<file path="config.mk">
export PLATFORM = sky130hd
export DESIGN_NAME = pcm_sound_top
export DESIGN_NICKNAME = d
export VERILOG_FILES = /design/src/common/pcm_pkg.sv /design/src/common/voice_cfg_if.sv /design/src/pcm_core/pcm_addr_step.sv /design/src/pcm_core/pcm_mixer.sv /design/src/pcm_core/pcm_reg_ram.sv /design/src/pcm_core/pcm_voice_seq.sv /design/src/pcm_sound_top.sv /design/src/pcm_step_timer.sv
export VERILOG_INCLUDE_DIRS = /design/src /design/src/common
export SDC_FILE = /design/constraint.sdc
export NUM_CORES = 2
export LEC_CHECK = 0
export ABC_AREA = 1
export BUFFER_PORTS_ARGS = -buffer_cell sky130_fd_sc_hd__clkbuf_2
export CORE_UTILIZATION = 44
export CTS_CLUSTER_DIAMETER = 150
export DETAILED_ROUTE_END_ITERATION = 10
export PLACE_DENSITY = 0.65
export SLEW_MARGIN = 40
export SYNTH_ARGS = -nofsm -noshare
export SYNTH_HDL_FRONTEND = slang
export SYNTH_SLANG_ARGS = --single-unit
</file>
<file path="constraint.sdc">
create_clock -name clk -period 6.2 [get_ports clk]
set_input_delay 0.93 -clock clk [delete_from_list [all_inputs] [get_ports clk]]
set_output_delay 0.93 -clock clk [all_outputs]
set_load 0.03 [all_outputs]
</file>
<file path="src/common/pcm_params.svh">
// size and rate constants of the pcm sound block, included by rtl and testbench
`ifndef PCM_PARAMS_SVH
`define PCM_PARAMS_SVH

// number of voices, a power of two
`define PCM_NUM_VOICES 8

// sample rom address width, 3 bank bits plus 16 address bits
`define PCM_ROM_AW 19

// cen pulses per sequencer step
`define PCM_CEN_PER_STEP 2

// one frame visits every voice for 16 steps
`define PCM_STEPS_PER_FRAME (16 * `PCM_NUM_VOICES)

`endif

</file>
<file path="src/common/pcm_pkg.sv">
// shared types for the pcm sound block, referenced by scoped name from rtl and testbench
package pcm_pkg;

    // sixteen steps of one voice slot, one step per sequencer tick
    typedef enum logic [3:0] {
        rd_enable   = 4'd0,
        rd_addr_lo  = 4'd1,
        rd_addr_mid = 4'd2,
        rd_addr_hi  = 4'd3,
        rd_delta    = 4'd4,
        rd_loop_mid = 4'd5,
        rd_loop_hi  = 4'd6,
        rd_end      = 4'd7,
        wr_enable   = 4'd8,  // rom fetch issued here
        wr_addr_lo  = 4'd9,
        wr_addr_mid = 4'd10,
        wr_addr_hi  = 4'd11,
        rd_vol_l    = 4'd12,
        rd_vol_r    = 4'd13, // rom data sampled
        latch_r     = 4'd14,
        accumulate  = 4'd15
    } seq_step_e;

    // byte offsets inside one voice's register block
    typedef enum logic [3:0] {
        vol_l    = 4'd2,
        vol_r    = 4'd3,
        loop_mid = 4'd4,
        loop_hi  = 4'd5,
        end_hi   = 4'd6,
        delta    = 4'd7,
        addr_lo  = 4'd11, // fractional part
        addr_mid = 4'd12,
        addr_hi  = 4'd13,
        enable   = 4'd14  // bit 0 mute, bit 1 one-shot, bits 6..4 bank
    } voice_reg_e;

endpackage

</file>
<file path="src/common/voice_cfg_if.sv">
// voice register port between the step sequencer and the register ram
`timescale 1ns/100ps
`include "pcm_params.svh"

interface voice_cfg_if;

    logic [$clog2(`PCM_NUM_VOICES)-1:0] voice;  // voice being served
    logic [3:0]                         offset; // register within the voice
    logic [7:0]                         wdata;
    logic                               we;
    logic [7:0]                         rdata;  // valid one clock after address

    modport seq (
        output voice,
        output offset,
        output wdata,
        output we,
        input  rdata
    );

    modport ram (
        input  voice,
        input  offset,
        input  wdata,
        input  we,
        output rdata
    );

endinterface

</file>
<file path="src/pcm_core/pcm_addr_step.sv">
// per-voice play address: collects the register bytes, applies end and loop, advances by delta
`timescale 1ns/100ps
`include "pcm_params.svh"

module pcm_addr_step (
    input  logic                   clk,
    input  logic                   rst,
    input  logic                   step_tick,
    input  pcm_pkg::seq_step_e     step,
    input  logic [7:0]             rdata,
    output logic [7:0]             wb_data,
    output logic [`PCM_ROM_AW-1:0] rom_addr,
    output logic                   mute
);

    logic [7:0]  en_q;      // enable byte of the current voice
    logic [23:0] cur_addr;  // 16.8 play address
    logic [15:0] loop_addr;
    logic [7:0]  delta;
    logic        end_hit;

    assign end_hit = (cur_addr[23:16] == rdata);
    assign mute    = en_q[0];

    always_comb begin
        case (step)
            pcm_pkg::wr_enable:   wb_data = en_q;
            pcm_pkg::wr_addr_lo:  wb_data = cur_addr[7:0];
            pcm_pkg::wr_addr_mid: wb_data = cur_addr[15:8];
            default:              wb_data = cur_addr[23:16];
        endcase
    end

    always_ff @(posedge clk or posedge rst) begin
        if (rst) begin
            en_q     <= '0;
            rom_addr <= '0;
        end else if (step_tick) begin
            case (step)
                pcm_pkg::rd_enable: en_q <= rdata;
                pcm_pkg::rd_end: begin
                    if (end_hit && en_q[1]) begin
                        en_q[0] <= 1'b1; // one-shot finished
                    end
                end
                pcm_pkg::wr_enable: rom_addr <= {en_q[6:4], cur_addr[23:8]};
                default: ;
            endcase
        end
    end

    always_ff @(posedge clk) begin
        if (step_tick) begin
            case (step)
                pcm_pkg::rd_addr_lo:  cur_addr[7:0]    <= rdata;
                pcm_pkg::rd_addr_mid: cur_addr[15:8]   <= rdata;
                pcm_pkg::rd_addr_hi:  cur_addr[23:16]  <= rdata;
                pcm_pkg::rd_delta:    delta            <= rdata;
                pcm_pkg::rd_loop_mid: loop_addr[7:0]   <= rdata;
                pcm_pkg::rd_loop_hi:  loop_addr[15:8]  <= rdata;
                pcm_pkg::rd_end: begin
                    if (end_hit) begin
                        if (en_q[1]) begin
                            cur_addr[7:0] <= '0;
                        end else begin
                            cur_addr <= {loop_addr, 8'd0}; // loop around
                        end
                    end
                end
                pcm_pkg::wr_enable:   cur_addr <= cur_addr + {16'd0, delta};
                default: ;
            endcase
        end
    end

endmodule

</file>
<file path="src/pcm_core/pcm_mixer.sv">
// volume scaling and saturating stereo mix of all voices, latched out once per frame
`timescale 1ns/100ps

module pcm_mixer (
    input  logic                clk,
    input  logic                rst,
    input  logic                step_tick,
    input  logic                frame_start,
    input  logic                mute,
    input  logic                rom_ok,
    input  pcm_pkg::seq_step_e  step,
    input  logic [7:0]          rdata,
    input  logic [7:0]          rom_data,
    output logic signed [15:0]  snd_left,
    output logic signed [15:0]  snd_right,
    output logic                sample
);

    logic [6:0]         vol_l_q;
    logic [6:0]         vol_r_q;
    logic signed [7:0]  smp;      // signed sample, zero if rom was late
    logic signed [7:0]  vol_sel;
    logic signed [15:0] mul;
    logic signed [15:0] prod_r;
    logic signed [15:0] acc_l;
    logic signed [15:0] acc_r;

    function automatic logic signed [15:0] sat_add(input logic signed [15:0] a,
                                                   input logic signed [15:0] b);
        logic signed [16:0] full;
        full = {a[15], a} + {b[15], b};
        if (full[16] == full[15]) begin
            return full[15:0];
        end
        return full[16] ? 16'sh8000 : 16'sh7fff;
    endfunction

    // right volume while latch_r runs, left otherwise
    assign vol_sel = (step == pcm_pkg::latch_r) ? {1'b0, vol_r_q} : {1'b0, vol_l_q};

    always_ff @(posedge clk) begin
        mul <= vol_sel * smp; // one clock behind the volume select
        if (step_tick) begin
            case (step)
                pcm_pkg::rd_vol_l: vol_l_q <= rdata[6:0];
                pcm_pkg::rd_vol_r: begin
                    vol_r_q <= rdata[6:0];
                    smp     <= rom_ok ? signed'(rom_data - 8'h80) : 8'sd0;
                end
                pcm_pkg::latch_r:  prod_r <= mul;
                default: ;
            endcase
        end
    end

    always_ff @(posedge clk or posedge rst) begin
        if (rst) begin
            acc_l     <= '0;
            acc_r     <= '0;
            snd_left  <= '0;
            snd_right <= '0;
            sample    <= 1'b0;
        end else begin
            sample <= step_tick && frame_start;
            if (step_tick && frame_start) begin
                snd_left  <= acc_l;
                snd_right <= acc_r;
                acc_l     <= '0;
                acc_r     <= '0;
            end else if (step_tick && step == pcm_pkg::accumulate && !mute) begin
                acc_l <= sat_add(acc_l, mul);
                acc_r <= sat_add(acc_r, prod_r);
            end
        end
    end

endmodule

</file>
<file path="src/pcm_core/pcm_reg_ram.sv">
// voice register memory with a cpu port and a sequencer port, both with registered reads
`timescale 1ns/100ps
`include "pcm_params.svh"

module pcm_reg_ram (
    input  logic        clk,
    input  logic [7:0]  cpu_addr,
    input  logic [7:0]  cpu_wdata,
    input  logic        cpu_we,
    output logic [7:0]  cpu_rdata,
    voice_cfg_if.ram    cfg
);

    localparam int DEPTH = 16 * `PCM_NUM_VOICES;
    localparam int AW    = $clog2(DEPTH);

    logic [7:0]    mem [0:DEPTH-1];
    logic [AW-1:0] cpu_a;
    logic [AW-1:0] seq_a;

    // bit 7 picks the upper register half, bits 5..3 the voice
    assign cpu_a = {cpu_addr[7], cpu_addr[5:0]};
    assign seq_a = {cfg.offset[3], cfg.voice, cfg.offset[2:0]};

    always_ff @(posedge clk) begin
        if (cpu_we) begin
            mem[cpu_a] <= cpu_wdata;
        end
        if (cfg.we) begin
            mem[seq_a] <= cfg.wdata; // sequencer wins on a collision
        end
        cpu_rdata <= mem[cpu_a];
        cfg.rdata <= mem[seq_a];
    end

endmodule

</file>
<file path="src/pcm_core/pcm_voice_seq.sv">
// step sequencer that walks each voice slot, steering register reads, write-backs and rom fetch
`timescale 1ns/100ps
`include "pcm_params.svh"

module pcm_voice_seq (
    input  logic                clk,
    input  logic                rst,
    input  logic                step_tick,
    voice_cfg_if.seq            cfg,
    input  logic [7:0]          wb_data,
    output pcm_pkg::seq_step_e  step,
    output logic                frame_start,
    output logic                rom_cs
);

    localparam int VW = $clog2(`PCM_NUM_VOICES);

    logic [VW-1:0]        voice;
    logic                 primed;   // first pass through voice 0 is not a frame end
    logic                 wb_step;
    pcm_pkg::voice_reg_e  offset;

    // register addressed by each step
    always_comb begin
        case (step)
            pcm_pkg::rd_enable,
            pcm_pkg::wr_enable:   offset = pcm_pkg::enable;
            pcm_pkg::rd_addr_lo,
            pcm_pkg::wr_addr_lo:  offset = pcm_pkg::addr_lo;
            pcm_pkg::rd_addr_mid,
            pcm_pkg::wr_addr_mid: offset = pcm_pkg::addr_mid;
            pcm_pkg::rd_addr_hi,
            pcm_pkg::wr_addr_hi:  offset = pcm_pkg::addr_hi;
            pcm_pkg::rd_delta:    offset = pcm_pkg::delta;
            pcm_pkg::rd_loop_mid: offset = pcm_pkg::loop_mid;
            pcm_pkg::rd_loop_hi:  offset = pcm_pkg::loop_hi;
            pcm_pkg::rd_end:      offset = pcm_pkg::end_hi;
            pcm_pkg::rd_vol_l:    offset = pcm_pkg::vol_l;
            pcm_pkg::rd_vol_r:    offset = pcm_pkg::vol_r;
            default:              offset = pcm_pkg::enable; // read is ignored
        endcase
    end

    assign wb_step = (step == pcm_pkg::wr_enable)   ||
                     (step == pcm_pkg::wr_addr_lo)  ||
                     (step == pcm_pkg::wr_addr_mid) ||
                     (step == pcm_pkg::wr_addr_hi);

    assign cfg.voice  = voice;
    assign cfg.offset = offset;
    assign cfg.wdata  = wb_data;
    assign cfg.we     = wb_step && step_tick; // one write at the end of each write-back step

    assign frame_start = primed && (voice == '0) && (step == pcm_pkg::rd_enable);

    always_ff @(posedge clk or posedge rst) begin
        if (rst) begin
            step   <= pcm_pkg::rd_enable;
            voice  <= '0;
            rom_cs <= 1'b0;
            primed <= 1'b0;
        end else if (step_tick) begin
            step   <= pcm_pkg::seq_step_e'(step + 4'd1);
            primed <= 1'b1;
            if (step == pcm_pkg::accumulate) begin
                voice <= voice + 1'b1; // next slot
            end
            if (step == pcm_pkg::wr_enable) begin
                rom_cs <= 1'b1;        // address goes out now
            end else if (step == pcm_pkg::latch_r) begin
                rom_cs <= 1'b0;
            end
        end
    end

endmodule

</file>
<file path="src/pcm_sound_top.sv">
// top of the eight-voice pcm playback block, plain cpu, rom and audio ports
`timescale 1ns/100ps
`include "pcm_params.svh"

module pcm_sound_top (
    input  logic                   clk,
    input  logic                   rst,
    input  logic                   cen,
    input  logic                   cpu_cs,
    input  logic                   cpu_rnw,
    input  logic [7:0]             cpu_addr,
    input  logic [7:0]             cpu_wdata,
    output logic [7:0]             cpu_rdata,
    output logic [`PCM_ROM_AW-1:0] rom_addr,
    input  logic [7:0]             rom_data,
    input  logic                   rom_ok,
    output logic                   rom_cs,
    output logic signed [15:0]     snd_left,
    output logic signed [15:0]     snd_right,
    output logic                   sample
);

    pcm_pkg::seq_step_e step;
    logic               step_tick;
    logic               frame_start;
    logic               mute;
    logic [7:0]         wb_data;
    logic               cpu_we;

    voice_cfg_if cfg_bus ();

    assign cpu_we = cpu_cs && !cpu_rnw; // no wait states

    pcm_step_timer i_timer (
        .clk       (clk),
        .rst       (rst),
        .cen       (cen),
        .step_tick (step_tick)
    );

    pcm_voice_seq i_seq (
        .clk         (clk),
        .rst         (rst),
        .step_tick   (step_tick),
        .cfg         (cfg_bus.seq),
        .wb_data     (wb_data),
        .step        (step),
        .frame_start (frame_start),
        .rom_cs      (rom_cs)
    );

    pcm_addr_step i_addr (
        .clk       (clk),
        .rst       (rst),
        .step_tick (step_tick),
        .step      (step),
        .rdata     (cfg_bus.rdata),
        .wb_data   (wb_data),
        .rom_addr  (rom_addr),
        .mute      (mute)
    );

    pcm_mixer i_mixer (
        .clk         (clk),
        .rst         (rst),
        .step_tick   (step_tick),
        .frame_start (frame_start),
        .mute        (mute),
        .rom_ok      (rom_ok),
        .step        (step),
        .rdata       (cfg_bus.rdata),
        .rom_data    (rom_data),
        .snd_left    (snd_left),
        .snd_right   (snd_right),
        .sample      (sample)
    );

    pcm_reg_ram i_ram (
        .clk       (clk),
        .cpu_addr  (cpu_addr),
        .cpu_wdata (cpu_wdata),
        .cpu_we    (cpu_we),
        .cpu_rdata (cpu_rdata),
        .cfg       (cfg_bus.ram)
    );

endmodule

</file>
<file path="src/pcm_step_timer.sv">
// turns the cen pulses into sequencer step ticks, one per PCM_CEN_PER_STEP pulses
`timescale 1ns/100ps
`include "pcm_params.svh"

module pcm_step_timer (
    input  logic clk,
    input  logic rst,
    input  logic cen,
    output logic step_tick
);

    localparam int CW = (`PCM_CEN_PER_STEP > 2) ? $clog2(`PCM_CEN_PER_STEP) : 1;
    localparam logic [CW-1:0] LAST = CW'(`PCM_CEN_PER_STEP - 1);

    logic [CW-1:0] cen_cnt;

    // tick on the last cen of each group
    assign step_tick = cen && (cen_cnt == LAST);

    always_ff @(posedge clk or posedge rst) begin
        if (rst) begin
            cen_cnt <= '0;
        end else if (cen) begin
            if (cen_cnt == LAST) begin
                cen_cnt <= '0; // wrap
            end else begin
                cen_cnt <= cen_cnt + 1'b1;
            end
        end
    end

endmodule

</file>
Word-level counts from Yosys, hierarchy flattened
Memories as Yosys holds them, arrays and structs flattened. A register that Yosys moved wholly into a read port is not among the register bits.
Cells that the tools add are included.
{"block": "classes", "add_sub_neg": 7, "mul": 1, "n_eq_ne": 21, "mux": 32, "reduce_logical": 36}
{"op": "$mux W16", "n": 11}
{"op": "$pmux W8 S3", "n": 4}
{"op": "$add A16 B16 Y17", "n": 2}
{"op": "$eq A4 B4 Y1 const B", "n": 8}
{"op": "$add A24 B8 Y24", "n": 1}
{"op": "$mux W24", "n": 1}
{"op": "$reduce_and A2 Y1", "n": 10}
{"op": "$eq A4 B3 Y1 const B", "n": 4}
{"op": "$mul A8 B8 Y16", "n": 1}
{"op": "$mux W1", "n": 14}
{"op": "$logic_and A1 B1 Y1", "n": 9}
{"op": "$reduce_bool A3 Y1", "n": 3}
{"op": "$eq A4 B2 Y1 const B", "n": 2}
{"op": "$eq A8 B8 Y1", "n": 1}
{"op": "$reduce_and A4 Y1", "n": 2}
{"op": "$sub A8 B8 Y8 const B", "n": 1}
{"op": "$mux W7", "n": 1}
{"op": "$reduce_and A3 Y1", "n": 2}
{"op": "$reduce_bool A2 Y1", "n": 3}
{"op": "$add A4 B1 Y4 const B", "n": 1}
{"op": "$eq A4 B1 Y1 const B", "n": 1}
{"op": "$logic_not A4 Y1", "n": 1}
{"op": "$ne A2 B1 Y1 const B", "n": 2}
{"op": "$add A3 B1 Y3 const B", "n": 1}
{"op": "other kinds (7)", "n": 11}
{"block": "word_totals", "regBits": 204, "ram_bits": 1024, "rom_bits": 64, "memories": 2}
{"memory": "i_ram.mem", "depth": 128, "word_bits": 8, "rd": 2, "rd_ports_with_merged_regs": 2, "write_ports": 2, "line_no": "pcm_reg_ram.sv:17", "text": "logic [7:0] mem [0:DEPTH-1];"}
{"memory": "(name not given)", "depth": 16, "word_bits": 4, "rd": 1, "rd_ports_with_merged_regs": 0, "write_ports": 0, "line_no": "pcm_voice_seq.sv:25", "text": "case (step)"}

Longest topological paths before layout
{"block": "depth", "word_depth": 8, "depth_mapped": 25, "depth_no_buf": 25}

By module
A second synthesis with hierarchy kept.
{"block": "hier_totals", "cells_unflattened": 11544, "area_unflattened_um2": 80549.8}
{"module": "pcm_reg_ram", "n_inst": 1, "cells_each": 9880, "area_per_inst_um2": 67163.2}
{"module": "pcm_mixer", "n_inst": 1, "cells_each": 1013, "area_per_inst_um2": 8269.2}
{"module": "pcm_addr_step", "n_inst": 1, "cells_each": 551, "area_per_inst_um2": 4391.7}
{"module": "pcm_voice_seq", "n_inst": 1, "cells_each": 89, "area_per_inst_um2": 660.6}
{"module": "pcm_step_timer", "n_inst": 1, "cells_each": 9, "area_per_inst_um2": 55.1}
{"module": "pcm_sound_top", "n_inst": 1, "cells_each": 2, "area_per_inst_um2": 10.0}

Worst setup path after synthesis
No wires, ideal clock.
{"block": "synth_timing", "path_kind": "reg2reg", "startpoint": "register i_seq.step[0]", "endpoint": "register i_mixer.mul[14]", "setup_time_ns": 0.118, "arrival_ns": 5.035, "required_time_ns": 6.082, "setup_slack_ns": 1.047, "path_stages_with_launch": 25, "cell_sequence": "dfrtp_1 -> inv_1 -> ha_1 -> inv_1 -> nor2_1 -> inv_1 -> o21ai_0 -> inv_1 -> nand2_1 -> fa_1 -> fa_1 -> inv_1 -> fa_1 -> inv_1 -> fa_1 -> inv_1 -> ha_1 -> inv_1 -> nor3_1 -> a21oi_1 -> o21ai_0 -> a21oi_1 -> nor2_1 -> nor2_1 -> xnor2_1"}
{"block": "synth_via", "elab_chain_cells": 3}
{"item": "start, declared", "line_no": "pcm_voice_seq.sv:11", "text": "output pcm_pkg::seq_step_e step,"}
{"item": "start signal, assigned", "line_no": "pcm_voice_seq.sv:58", "text": "step <= pcm_pkg::rd_enable;"}
{"item": "start signal, assigned", "line_no": "pcm_voice_seq.sv:63", "text": "step <= pcm_pkg::seq_step_e'(step + 4'd1);"}
{"item": "$eq A4 B4 Y1", "line_no": "pcm_mixer.sv:39", "text": "assign vol_sel = (step == pcm_pkg::latch_r) ? {1'b0, vol_r_q} : {1'b0, vol_l_q};"}
{"item": "$mux W7", "line_no": "pcm_mixer.sv:39"}
{"item": "$mul A8 B8 Y16", "line_no": "pcm_mixer.sv:42", "text": "mul <= vol_sel * smp;"}
{"item": "end signal, assigned", "line_no": "pcm_mixer.sv:42"}
{"item": "end, declared", "line_no": "pcm_mixer.sv:23", "text": "logic signed [15:0] mul;"}
No other way between the ends.
A chain may end at the register's enable or synchronous reset.

Worst setup path in the final report
Ends and elaborated chain as after synthesis.

==> summary.md <==
| Metric | Value |
|---|---|
| Synth Cell Area | 69600 um2 |
| Largest net degree at the start of global routing | 131 |
| IO Pins | 91 |
| GRT overflow | 0 |
| Vias in the first global route | 56640 |
| Synthesized net count | 8644 |
| Most frequent cells in the layout | nand2_1, edfxtp_1, nand3_1, o21ai_0, nor2_1 |
| Final Skew | 37.43 ps |
| DRC Markers | 0 |
| DRT antenna net count | 0 |
| Syn Inst Count | 8489 |
| Placed instance area | 70400 um2 |
| Total power | 34.61 mW |
| Final Max Slew Viols | 0 |
| Row Count | 145 |
| Data required time of the critical path | 6860 ps |
| Switch Pwr | 16.03 mW |
| Min Tclk post-route | 5533 ps |
| DP HPWL | 166.0 mm |
| Syn Area/Cell | 8.199 um2 |
| CORE AREA | 156600 um2 |
| Post-route cell area | 75270 um2 |
| Routed length per instance | 26.64 um |
| Period utilization | 89.24% |
| Status | finished clean |
| Area leader, netlist | edfxtp_1 |
| Setup Fix Bufs, Post-CTS | 0 |
| Die Y | 399.7 um |
| Via count | 61610 |
| Hold Slack | 187.8 ps |
| Startpoint types | flip-flop |
| VDD IR max | 809.2 uV |
| First-pass GRT wire length | 384.5 mm |
| Internal Power | 18.58 mW |
| Endpoints failing hold | 0 |
| Fmax | 180.7 MHz |
| Worst relative slew slack | 29.08% |
| Share of post-route cells with drive strength above 1 | 8.102% |
| Worst Tran Pin Value | 1053 ps |
| Yosys reg bits | 1244 |
| PD cells | 459.8 nW/um2 |
| Primary FF master, synth | edfxtp_1 |
| CP Max Fanout | 8 |
| IO buf count | 89 |
| Reg2Reg Setup Slack | 670 ps |
| Cts bufs inserted | 141 |
| Drt first-iter violations | 9466 |
| RR Endpoint | i_mixer.mul[14] |
| CTS Hold Bufs | 0 |
| Clk sinks | 1244 |
| Synth top area share | 47.89% |
| Crit Reg-Reg Startpoint | i_seq.step[0] |
| RSZ-0062 raised after global routing | false |
| Critical path class | flip-flop to flip-flop |
| Worst-path clk slew | 60 ps |
| Worst reg2reg path depth | 24 |
| Critical path capture point type | flip-flop |
| Max_cap viols | 0 |
| Initial antenna violation count | 10 |
| Setup_tns | 0 ps |
| CTS tree | yes |
| Initial core utilization | 44.46% |
| Synth warnings | 0 |
| Post-synth EDFFs | 1110 |
| Async set-reset flop share out of synthesis | 8.199% |
| Worst Path Arrival | 6190 ps |
| Commonest non-fill, non-tap cell in the layout | nand2_1 |
| Yosys cell types | 54 |
| Layout area overhead | 8.136% |
| Worst skew pair latency | 800 ps |
| Dpl ws | 623.8 ps |
| GP Congestion | 1.012 |
| Total GRT Usage | 32.89% |
| Die width | 399.7 um |
| Sequential Power Share | 29.1% |
| Sequential-to-total area share from yosys stat | 52.48% |
| Logic pwr share | 45.5% |
| H-tree levels | 4 |
| DRT Pass-1 Iters | 9 |
| Post-Route WL | 267.2 mm |
| Post-cts sizing count | 0 |
| Worst min path class | primary input to asynchronous set/reset pin |
| Die area | 159800 um2 |
| Final setup vio count | 0 |
| CTS Buffer Depth | 3 |
| Final #Nets | 8001 |
| Final worst slack | 667.2 ps |
| Root buf cell | clkbuf_16 |
| Via density | 6.143 |
| Clk pwr share | 25.4% |
| Area contributors post-synth | edfxtp_1, nand2_1, nand3_1, o21ai_0, clkbuf_1 |
| Leakage | 31.34 nW |
| Sw frac | 46.30% |
[synth_stat cells, types with 6 or more instances]
library cell	number
nand4_1	101
edfxtp_1	1110
o2111ai_1	40
nand3b_1	18
nand2_1	2493
nor2_1	592
a22oi_1	121
dfrtp_1	102
nor3_1	22
a21oi_1	102
a221oi_1	13
o211ai_1	14
o31ai_1	6
or2_2	6
dfxtp_1	32
xor2_1	34
inv_2	20
inv_1	514
xnor2_1	15
buf_2	178
o21ai_0	774
ha_1	91
buf_4	17
buf_1	65
o22ai_1	15
nor3_4	8
fa_1	34
a22o_1	8
o2bb2ai_1	7
nand3_1	992
o21ai_1	61
clkbuf_1	829
[worst max-delay path by stage]
stage,cells after the start,endpoint,from
final,24,i_mixer.mul[14],i_seq.step[0]
after global routing,24,i_mixer.mul[14],i_seq.step[0]
after CTS,24,i_mixer.mul[14],i_seq.step[0]
after detailed placement,24,i_mixer.mul[14],i_seq.step[0]
after global placement,24,i_mixer.mul[14],i_seq.step[0]
after floorplan,24,i_mixer.mul[14],i_seq.step[0]
[power groups by stage]
stage | sequential [mW] | clock (mW) | combinational, mW
detailed placement | 10.2 | 0 | 14.9
CTS | 10.1 | 8.79 | 15.0
global placement | 10.2 | 0 | 14.8
global route | 10.1 | 9.11 | 16.5
floorplan | 10.1 | 0 | 9.56
finish | 10.1 | 8.77 | 15.8
[sequential cells by signal, indices dropped and copies added, names as in the netlist, 3 cells and up]
signal and count:
i_mixer.acc_r 16, i_addr.cur_addr 24, i_ram.mem 1024, i_mixer.snd_left 16, i_mixer.vol_l_q 7, i_mixer.snd_right 16, i_mixer.mul 16, i_addr.en_q 8
i_addr.loop_addr 16, i_mixer.vol_r_q 7, i_seq.step 4, i_addr.rom_addr 19, i_mixer.prod_r 16, i_mixer.smp 8, i_addr.delta 8, i_seq.cfg.voice 3
i_mixer.acc_l 16, i_ram.cpu_rdata 8, i_ram.cfg.rdata 8
[stage by stage]
stage | cells | util (%)
finish | 10030 | 48.07
global route | 10020 | 48.06
CTS | 10020 | 48.01
detailed placement | 9760 | 44.96
global placement | 9759 | 44.83
floorplan | 8489 | -
[per-layer routing]
metal / share of wire (%) / vias to the layer above / global-route usage [%] / routed length, um
met4: 6.8 / 14 / 19.31 / 18220
met3: 15 / 1086 / 9.341 / 38960
met2: 42 / 4975 / 47.77 / 111700
li1: - / 26790 / - / -
met5: 0.10 / - / 0.9383 / 269
met1: 37 / 28740 / 43.58 / 98020
[final cells by class]
type                            count  area, um2
Fill cell                       14650      81300
Sequential cell                  1244      36530
Multi-Input combinational cell   5617      27010
Clock buffer                      188       3956
Tap cell                         2058       2575
Timing Repair Buffer              303       2308
Inverter                          539       2046
Clock inverter                     70      817.0
Antenna cell                       10      25.02
[cells by family (layout without fill, tap and decap cells)]
family	Yosys count	in the layout	share of synthesized area, %
fa+ha+maj	125	125	2.614
compound gates	1186	1186	9.563
simple gates	4256	4256	25.52
xor+xnor	49	49	0.6166
flops	1244	1244	52.48
mux	1	1	0.01438
other cells	0	10	0
buf+inv	1628	1100	9.191
[worst max-delay path, stage by stage (launching register included)]
cell and delay, ps:
dfrtp_1 410, inv_1 150, ha_1 220, inv_1 110
nor2_1 370, inv_1 220, o21ai_0 250, inv_1 130
nand2_1 110, fa_1 430, fa_1 550, inv_1 50
fa_1 470, inv_1 50, fa_1 470, inv_1 40
ha_1 330, inv_1 90, nor3_1 190, a21oi_1 120
o21ai_0 260, a21oi_1 110, nor2_1 110, nor2_1 60
xnor2_1 110
No activity file was read; power rests on OpenSTA's default activity.
